`src/logic/legv8_pkg.sv`:
```
package legv8_pkg;

	// fixed architecture widths
	localparam int INSTR_W = 32;
	localparam int CONST_W = 64;
	localparam int STATUS_W = 5;
	localparam int REG_W = 5;

	// status bit positions
	localparam int STAT_V = 4;
	localparam int STAT_C = 3;
	localparam int STAT_N = 2;
	localparam int STAT_Z = 1;
	// zero flag straight from the ALU, used by cbz/cbnz
	localparam int STAT_ZRAW = 0;

	// sequencer states
	typedef enum logic [1:0] {
		ST_IF = 2'd0,
		ST_EX0 = 2'd1,
		ST_EX1 = 2'd2
	} cu_state_e;

	// decoded instruction classes
	typedef enum logic [3:0] {
		CL_ARITH_IMM = 4'd0,
		CL_LOGIC_IMM = 4'd1,
		CL_MOV = 4'd2,
		CL_B_BL = 4'd3,
		CL_CBZ = 4'd4,
		CL_BCOND = 4'd5,
		CL_BR = 4'd6,
		CL_LDUR_STUR = 4'd7,
		CL_LOGIC_REG = 4'd8,
		CL_ARITH_REG = 4'd9,
		CL_MUL = 4'd10,
		CL_NONE = 4'd11
	} instr_class_e;

	// immediate forms of the constant generator
	typedef enum logic [2:0] {
		CS_ZF_12 = 3'd0,
		CS_ZF_16 = 3'd1,
		CS_MOVK_MASK = 3'd2,
		CS_SE_26 = 3'd3,
		CS_SE_19 = 3'd4,
		CS_SE_9 = 3'd5,
		CS_LOW_MASK = 3'd6,
		CS_ZERO = 3'd7
	} const_sel_e;

	// ALU function select codes
	typedef enum logic [4:0] {
		FS_AND = 5'b00000,
		FS_OR = 5'b00100,
		FS_XOR = 5'b01100,
		FS_ADD = 5'b01000,
		FS_SUB = 5'b01001,
		FS_PASS_B = 5'b10000,
		FS_ZERO = 5'b11100
	} alu_fs_e;

endpackage

```
`src/logic/branch_condition.sv`:
```
`timescale 1ns/10ps

module branch_condition (
	input logic [legv8_pkg::INSTR_W-1:0] instr,
	input logic [legv8_pkg::STATUS_W-1:0] status,
	output logic take_branch
);

	import legv8_pkg::*;

	logic v;
	logic c;
	logic n;
	logic z;
	logic cond_met;
	logic is_cb;

	assign v = status[STAT_V];
	assign c = status[STAT_C];
	assign n = status[STAT_N];
	assign z = status[STAT_Z];

	// b.cond condition code in I[3:0]
	always_comb begin
		case (instr[3:0])
			4'h0: cond_met = z;
			4'h1: cond_met = ~z;
			4'h2: cond_met = c;
			4'h3: cond_met = ~c;
			4'h4: cond_met = n;
			4'h5: cond_met = ~n;
			4'h6: cond_met = v;
			4'h7: cond_met = ~v;
			// unsigned higher / lower or same
			4'h8: cond_met = c & ~z;
			4'h9: cond_met = ~c | z;
			// signed compares
			4'ha: cond_met = ~(n ^ v);
			4'hb: cond_met = n ^ v;
			4'hc: cond_met = ~z & ~(n ^ v);
			4'hd: cond_met = z | (n ^ v);
			4'he: cond_met = 1'b1;
			default: cond_met = 1'b0;
		endcase
	end

	// cbz when I24 is 0, cbnz when 1
	assign is_cb = (instr[31:25] == 7'b1011010);
	assign take_branch = is_cb ? (status[STAT_ZRAW] ^ instr[24]) : cond_met;

endmodule

```
`src/logic/constant_generator.sv`:
```
`timescale 1ns/10ps

module constant_generator (
	input logic [legv8_pkg::INSTR_W-1:0] instr,
	input legv8_pkg::const_sel_e const_sel,
	output logic [legv8_pkg::CONST_W-1:0] constant
);

	import legv8_pkg::*;

	always_comb begin
		case (const_sel)
			// alu immediates
			CS_ZF_12: begin
				constant = {{(CONST_W - 12){1'b0}}, instr[21:10]};
			end
			// movz / movk halfword
			CS_ZF_16: begin
				constant = {{(CONST_W - 16){1'b0}}, instr[20:5]};
			end
			// clears the low halfword before the movk merge
			CS_MOVK_MASK: begin
				constant = {{(CONST_W - 16){1'b1}}, 16'h0000};
			end
			// b / bl offset
			CS_SE_26: begin
				constant = {{(CONST_W - 26){instr[25]}}, instr[25:0]};
			end
			// cbz and b.cond offset
			CS_SE_19: begin
				constant = {{(CONST_W - 19){instr[23]}}, instr[23:5]};
			end
			// ldur/stur address offset
			CS_SE_9: begin
				constant = {{(CONST_W - 9){instr[20]}}, instr[20:12]};
			end
			CS_LOW_MASK: begin
				constant = {{(CONST_W - 32){1'b0}}, 32'hffff_ffff};
			end
			default: begin
				constant = '0;
			end
		endcase
	end

endmodule

```
`src/logic/control_sequencer.sv`:
```
`timescale 1ns/10ps

module control_sequencer (
	input logic clock,
	input logic rst,
	input logic [legv8_pkg::INSTR_W-1:0] instr,
	input legv8_pkg::instr_class_e instr_class,
	input logic take_branch,
	output legv8_pkg::cu_state_e state,
	output legv8_pkg::const_sel_e const_sel,
	output logic as,
	output logic [1:0] ds,
	output logic [1:0] ps,
	output logic pc_sel,
	output logic b_sel,
	output logic il,
	output logic sl,
	output legv8_pkg::alu_fs_e fs,
	output logic c0,
	output logic [1:0] size,
	output logic mw,
	output logic rw,
	output logic [legv8_pkg::REG_W-1:0] da,
	output logic [legv8_pkg::REG_W-1:0] sa,
	output logic [legv8_pkg::REG_W-1:0] sb
);

	import legv8_pkg::*;

	cu_state_e next_state;
	alu_fs_e arith_fs;
	alu_fs_e logic_fs;
	logic ands_flags;
	logic [1:0] cond_ps;

	always_ff @(posedge clock) begin
		if (rst) begin
			state <= ST_IF;
		end else begin
			state <= next_state;
		end
	end

	// movk (I29 set) and mul take a second execute step
	always_comb begin
		case (state)
			ST_IF: next_state = ST_EX0;
			ST_EX0: begin
				if ((instr_class == CL_MOV && instr[29]) || instr_class == CL_MUL) begin
					next_state = ST_EX1;
				end else begin
					next_state = ST_IF;
				end
			end
			default: next_state = ST_IF;
		endcase
	end

	// add/sub from I30, I29 sets flags
	assign arith_fs = instr[30] ? FS_SUB : FS_ADD;

	// and, orr, eor, ands from I[30:29]
	always_comb begin
		case (instr[30:29])
			2'b01: logic_fs = FS_OR;
			2'b10: logic_fs = FS_XOR;
			default: logic_fs = FS_AND;
		endcase
	end
	assign ands_flags = instr[30] & instr[29];

	// conditional branch: pc + offset when taken, hold otherwise
	assign cond_ps = take_branch ? 2'b11 : 2'b00;

	always_comb begin
		// idle word, register fields straight from the instruction
		as = 1'b0;
		ds = 2'b00;
		ps = 2'b00;
		pc_sel = 1'b0;
		b_sel = 1'b0;
		il = 1'b0;
		sl = 1'b0;
		fs = FS_ZERO;
		c0 = 1'b0;
		size = 2'b11;
		mw = 1'b0;
		rw = 1'b0;
		da = instr[4:0];
		sa = instr[9:5];
		sb = instr[20:16];
		const_sel = CS_ZERO;
		case (state)
			// fetch from pc, load ir, pc + 4
			ST_IF: begin
				as = 1'b1;
				ds = 2'b11;
				ps = 2'b01;
				il = 1'b1;
			end
			ST_EX0: begin
				case (instr_class)
					CL_ARITH_IMM, CL_ARITH_REG: begin
						b_sel = (instr_class == CL_ARITH_IMM);
						sl = instr[29];
						fs = arith_fs;
						c0 = instr[30];
						rw = 1'b1;
						const_sel = CS_ZF_12;
					end
					CL_LOGIC_IMM, CL_LOGIC_REG: begin
						b_sel = (instr_class == CL_LOGIC_IMM);
						sl = ands_flags;
						fs = logic_fs;
						rw = 1'b1;
						const_sel = CS_ZF_12;
					end
					CL_MOV: begin
						b_sel = 1'b1;
						rw = 1'b1;
						if (instr[29]) begin
							// movk step 1: rd & mask clears low halfword
							sa = instr[4:0];
							fs = FS_AND;
							const_sel = CS_MOVK_MASK;
						end else begin
							// movz writes the halfword alone
							fs = FS_PASS_B;
							const_sel = CS_ZF_16;
						end
					end
					CL_B_BL: begin
						// bl links pc + 4 into x30
						ds = 2'b10;
						ps = 2'b11;
						pc_sel = 1'b1;
						rw = instr[31];
						da = 5'd30;
						const_sel = CS_SE_26;
					end
					CL_CBZ: begin
						// xzr + rt so the ALU raw zero flag reflects rt
						ps = cond_ps;
						pc_sel = 1'b1;
						fs = FS_ADD;
						sa = 5'd31;
						sb = instr[4:0];
						const_sel = CS_SE_19;
					end
					CL_BCOND: begin
						ps = cond_ps;
						pc_sel = 1'b1;
						const_sel = CS_SE_19;
					end
					CL_BR: begin
						// pc from register rn
						ps = 2'b10;
					end
					CL_LDUR_STUR: begin
						// I22 set for load
						ds = {instr[22], 1'b1};
						b_sel = 1'b1;
						fs = FS_ADD;
						size = instr[31:30];
						mw = ~instr[22];
						rw = instr[22];
						sb = instr[4:0];
						const_sel = CS_SE_9;
					end
					CL_MUL: begin
						// step 1 stages low word of rn in rd
						b_sel = 1'b1;
						fs = FS_AND;
						rw = 1'b1;
						const_sel = CS_LOW_MASK;
					end
					default: begin
						// unsupported, no writes, on to next pc
						ps = 2'b01;
					end
				endcase
			end
			ST_EX1: begin
				rw = 1'b1;
				sa = instr[4:0];
				if (instr_class == CL_MOV) begin
					// movk merge of the halfword into rd
					b_sel = 1'b1;
					fs = FS_OR;
					const_sel = CS_ZF_16;
				end else begin
					// mul step 2 combines staged rd with rm
					fs = FS_ADD;
				end
			end
			default: begin
				ps = 2'b01;
			end
		endcase
	end

endmodule

```
`src/logic/control_unit.sv`:
```
`timescale 1ns/10ps

module control_unit (
	input logic clock,
	input logic rst,
	input logic [legv8_pkg::INSTR_W-1:0] instr,
	input logic [legv8_pkg::STATUS_W-1:0] status,
	output legv8_pkg::cu_state_e state,
	output logic as,
	output logic [1:0] ds,
	output logic [1:0] ps,
	output logic pc_sel,
	output logic b_sel,
	output logic il,
	output logic sl,
	output legv8_pkg::alu_fs_e fs,
	output logic c0,
	output logic [1:0] size,
	output logic mw,
	output logic rw,
	output logic [legv8_pkg::REG_W-1:0] da,
	output logic [legv8_pkg::REG_W-1:0] sa,
	output logic [legv8_pkg::REG_W-1:0] sb,
	output logic [legv8_pkg::CONST_W-1:0] constant
);

	import legv8_pkg::*;

	instr_class_e instr_class;
	const_sel_e const_sel;
	logic take_branch;

	// classifier and condition check run side by side
	instr_classifier u_classifier (
		.instr(instr),
		.instr_class(instr_class)
	);

	branch_condition u_branch_condition (
		.instr(instr),
		.status(status),
		.take_branch(take_branch)
	);

	// state register and control word
	control_sequencer u_sequencer (
		.clock(clock),
		.rst(rst),
		.instr(instr),
		.instr_class(instr_class),
		.take_branch(take_branch),
		.state(state),
		.const_sel(const_sel),
		.as(as),
		.ds(ds),
		.ps(ps),
		.pc_sel(pc_sel),
		.b_sel(b_sel),
		.il(il),
		.sl(sl),
		.fs(fs),
		.c0(c0),
		.size(size),
		.mw(mw),
		.rw(rw),
		.da(da),
		.sa(sa),
		.sb(sb)
	);

	// immediate under the sequencer's select
	constant_generator u_constant_generator (
		.instr(instr),
		.const_sel(const_sel),
		.constant(constant)
	);

endmodule

```
`src/logic/instr_classifier.sv`:
```
`timescale 1ns/10ps

module instr_classifier (
	input logic [legv8_pkg::INSTR_W-1:0] instr,
	output legv8_pkg::instr_class_e instr_class
);

	import legv8_pkg::*;

	// ldur/stur need opc bits 11, unscaled offset form, no register offset
	logic mem_is_ldur_stur;

	assign mem_is_ldur_stur = instr[29] & instr[28] & ~instr[24] & ~instr[21] &
		~instr[11] & ~instr[10];

	always_comb begin
		instr_class = CL_NONE;
		// top level group from I[28:25]
		casez (instr[28:25])
			// data processing, immediate
			4'b100?: begin
				case (instr[25:23])
					3'b010: instr_class = CL_ARITH_IMM;
					3'b100: instr_class = CL_LOGIC_IMM;
					3'b101: instr_class = CL_MOV;
					// bitfield and extr not handled
					default: instr_class = CL_NONE;
				endcase
			end
			// branches, I25 is an offset bit for b/bl
			4'b101?: begin
				casez ({instr[30], instr[29], instr[25]})
					3'b00?: instr_class = CL_B_BL;
					3'b010: instr_class = CL_CBZ;
					3'b100: instr_class = CL_BCOND;
					3'b101: instr_class = CL_BR;
					default: instr_class = CL_NONE;
				endcase
			end
			// loads and stores
			4'b?1?0: begin
				if (mem_is_ldur_stur) begin
					instr_class = CL_LDUR_STUR;
				end else begin
					instr_class = CL_NONE;
				end
			end
			// data processing, register
			4'b?101: begin
				case ({instr[28], instr[24]})
					2'b00: instr_class = CL_LOGIC_REG;
					2'b01: instr_class = CL_ARITH_REG;
					2'b11: instr_class = CL_MUL;
					// misc data-register group not handled
					default: instr_class = CL_NONE;
				endcase
			end
			default: instr_class = CL_NONE;
		endcase
	end

endmodule

```
`config.mk`:
```
export PLATFORM = sky130hd
export DESIGN_NAME = control_unit
export DESIGN_NICKNAME = d
export VERILOG_FILES = /design/src/logic/legv8_pkg.sv /design/src/logic/branch_condition.sv /design/src/logic/constant_generator.sv /design/src/logic/control_sequencer.sv /design/src/logic/control_unit.sv /design/src/logic/instr_classifier.sv
export SDC_FILE = /design/constraint.sdc
export NUM_CORES = 1
export LEC_CHECK = 0
export ABC_AREA = 1
export BUFFER_PORTS_ARGS = -buffer_cell sky130_fd_sc_hd__buf_4
export CAP_MARGIN = 25
export CORE_ASPECT_RATIO = 1.4
export CORE_MARGIN = 1
export CORE_UTILIZATION = 35
export CTS_CLUSTER_SIZE = 28
export DETAILED_ROUTE_END_ITERATION = 8
export PLACE_DENSITY = 0.76
export SKIP_CTS_REPAIR_TIMING = 1
export SYNTH_ARGS = -nofsm -noshare
export SYNTH_HDL_FRONTEND = slang
export SYNTH_SLANG_ARGS = --single-unit
```
`constraint.sdc`:
```
create_clock -name clock -period 4.07 [get_ports clock]
set_input_delay 0.407 -clock clock [delete_from_list [all_inputs] [get_ports clock]]
set_output_delay 0.407 -clock clock [all_outputs]
set_load 0.02 [all_outputs]
```
==> metrics.md <==
| Metric | Value |
|---|---|
| Status | `finished, final reports clean` |
| Syn Nets | `496` |
| P_leak | `1.88 nW` |
| Vias per cell | `5.22` |
| Gate Count Post-Synth | `448` |
| Critical path endpoint category | `primary output` |
| Critical path data arrival time | `3.26 ns` |
| Main synth FF type | `dfxtp_1` |
| Root Buffer | `clkbuf_8` |
| WL/cell | `13.5 um` |
| Total GRT Usage | `0.225` |
| Die area | `7140 um^2` |
| CTS tree | `done` |
| Critical path peak fanout | `32` |
| Aggregate routed wire length | `8.31 mm` |
| Port Buffer Count | `137` |
| Initial Util | `0.362` |
| CTS Buf Count | `3` |
| Final Cell Area | `3200 um^2` |
| Max clock buf depth | `2` |
| Seq/Total Area, Yosys | `0.0168` |
| Residual DRC count | `0` |
| Layout Utilization | `0.488` |
| Floorplan core area | `6570 um^2` |
| Final-report hold violation count | `0` |
| Worst path depth | `22` |
| DP Wirelength | `6.86 mm` |
| Fmax | `0.272 GHz` |
| Final-stage net count | `590` |
| Number of synthesized flops with an enable pin | `0` |
| Final setup violation count | `0` |
| R2R cell count | `5` |
| Largest net degree at the start of global routing | `33` |
| Worst EP required | `3.66 ns` |
| Yosys Warn Count | `0` |
| Most used cell, CP | `nand2_1` |
| Sw power | `0.546 mW` |
| Syn_area_per_cell | `5.31 um^2` |
| Worst reg2reg path startpoint | `u_sequencer.state[1]` |
| PD cells | `297 nW/um^2` |
| Maximum VDD drop | `260 uV` |
| Largest register by flop count | `u_sequencer.state` |
| Die H | `99.6 um` |
| CP top delay family | `simple AND/OR/NAND/NOR gates` |
| First DRT Iteration DRCs | `155` |
| GRT overflow | `0` |
| Hold wc startpoint | `rst` |
| Clock slew at reported path FFs | `0.03 ns` |
| #FFs+latches synth | `2` |
| Gpl congestion | `0.912` |
| RSZ-0062 raised after global routing | `no` |
| IO Count | `139` |
| Max_cap viols | `0` |
| Initial antenna violation count | `0` |
| CP Launch Point | `instr[30]` |
| Post-Syn Area | `2380 um^2` |
| Area Growth Syn to Fin | `34.6%` |
| Ys async rst share | `0` |
| Worst setup SP type | `primary input` |
| Chip Width | `71.7 um` |
| Critical path type | `in -> out` |
| Clock latency on the worst-skew pair | `0.22 ns` |
| Vias post-DR | `3206` |
| Clock power share | `0.086` |
| Crit path cell chain | `buf_4 > inv_1 > ha_1 > inv_1 > nand4_1 > nor2_2 > nor2_4 > nand2_4 > nand2_4 > nand2_1 > nand2_1 > nand3_1 > nand2_1 > nand2_2 > buf_4 > nor2_1 > nand2_1 > nand2_1 > inv_1 > nand2_1 > buf_6 > buf_4` |
| Max H-tree Level | `1` |
| Sw Ratio | `0.573` |
| Max-slew violation count | `0` |
| Tcrit/Tclk final | `0.902` |
| Critical Path Max Stage Delay | `0.27 ns` |
| CTS Sinks | `2` |
| Gate power share | `0.891` |
| Placed Instance Area | `3160 um^2` |
| CP max-delay cell | `buf_4` |
| Unique masters post-synth | `37` |
| WP buf/inv | `7` |
| Max FFs per register | `2` |
| Clock skew | `0.00536 ns` |
| Standard-cell rows | `35` |
| Vias in the first global route | `2948` |
| Antenna viol nets, final | `0` |
| HP Class | `in -> reg` |
| Hold Path Stages | `2` |
| Top Registers | `u_sequencer.state (2)` |
| First-pass GRT wire length | `13.3 mm` |
| FILL cells | `700` |
| Setup_tns | `0 ns` |
| Fraction of power consumed by sequential logic | `0.023` |
| Antenna diodes | `0` |
| Min Tclk post-route | `3.67 ns` |
| DR pass1 iterations | `4` |
| Share of layout cells above drive strength 1 | `0.339` |
| Int Pwr | `0.407 mW` |
-- worst reg2reg max path, stage by stage (launching register included) --
cell and delay (ns):
dfxtp_1 0.31, inv_1 0.07, ha_1 0.13, buf_4 0.17, inv_1 0.16, a211oi_1 0.28
-- cells in the mapped netlist (6+ instances only) --
cell	number	area (um^2)
nand2_1	150	563
nor2_1	48	180
buf_4	43	323
inv_1	35	131
nand3_1	30	150
nand4_1	26	163
o21ai_0	17	85.1
inv_2	11	41.3
ha_1	9	113
a21oi_1	7	35.0
a221oi_1	6	52.6
nand2_4	6	67.6
o21bai_1	6	45.0
-- cells in the final DEF, fill, tap and decap left out, drive strengths merged, types with 2 or more instances in the layout --
cell,Yosys,final
nand3,34,34
inv,46,46
o22ai,2,2
nand4,27,27
ha,9,9
dfxtp,2,2
nor2,58,58
nand2,159,159
a221oi,6,6
a211oi,3,3
buf,49,142
o211ai,4,4
o21bai,6,6
clkbuf,4,3
o21ai,20,20
nor3,2,2
a21oi,9,9
-- cell families after synthesis --
group                      count (synthesis)  synth area share
AOI/OAI and AO/OA                         55             0.152
and+or+nand+nor                          281             0.546
buffers and inverters                     99             0.232
other                                      1           0.00158
DFF                                        2            0.0168
xor gates and xnor gates                   1           0.00368
adders and majority gates                  9            0.0473
-- stage by stage --
step                cells  hold WS [ns]  setup WS (ns)  power, mW
floorplan             448         0.479          0.638      0.622
global placement      611         0.583          0.421      0.860
detailed placement    611         0.578          0.347      0.868
CTS                   614         0.355          0.338      0.954
global route          614         0.361         0.0522       1.02
finish                614         0.360          0.399      0.952
-- path summary, 6_finish.rpt --
path                           to  slack (ns)
min reg2reg  u_sequencer.state[0]        0.79
max                  constant[35]        0.40
max reg2reg  u_sequencer.state[1]        2.84
min          u_sequencer.state[0]        0.36
-- per-layer routing --
layer / global-route usage / share of wire / routed length [um] / vias to the layer above
li1: - / - / - / 1616
met1: 0.246 / 0.39 / 3240 / 1417
met2: 0.430 / 0.52 / 4340 / 144
met3: 0.0203 / 0.056 / 467 / 29
met4: 0.0980 / 0.032 / 265 / 0
met5: 0 / 0 / 0 / -
-- cell type report --
| type | count | area (um^2) | area share |
|---|---|---|---|
| multi-input combinational | 347 | 1790 | 0.558 |
| timing repair buffer | 142 | 1070 | 0.334 |
| inverter | 46 | 173 | 0.0539 |
| tap | 74 | 92.6 | 0.0289 |
| clock buffer | 3 | 41.3 | 0.0129 |
| sequential | 2 | 40.0 | 0.0125 |
-- power groups by stage --
stage	Clock, mW	Sequential (mW)	Combinational, mW
after floorplan	0	0.0233	0.599
after global routing	0.0839	0.0219	0.914
after global placement	0	0.0220	0.838
after detailed placement	0	0.0221	0.846
final	0.0819	0.0218	0.849
after CTS	0.0841	0.0218	0.848
(Power assumes the default switching activity.)
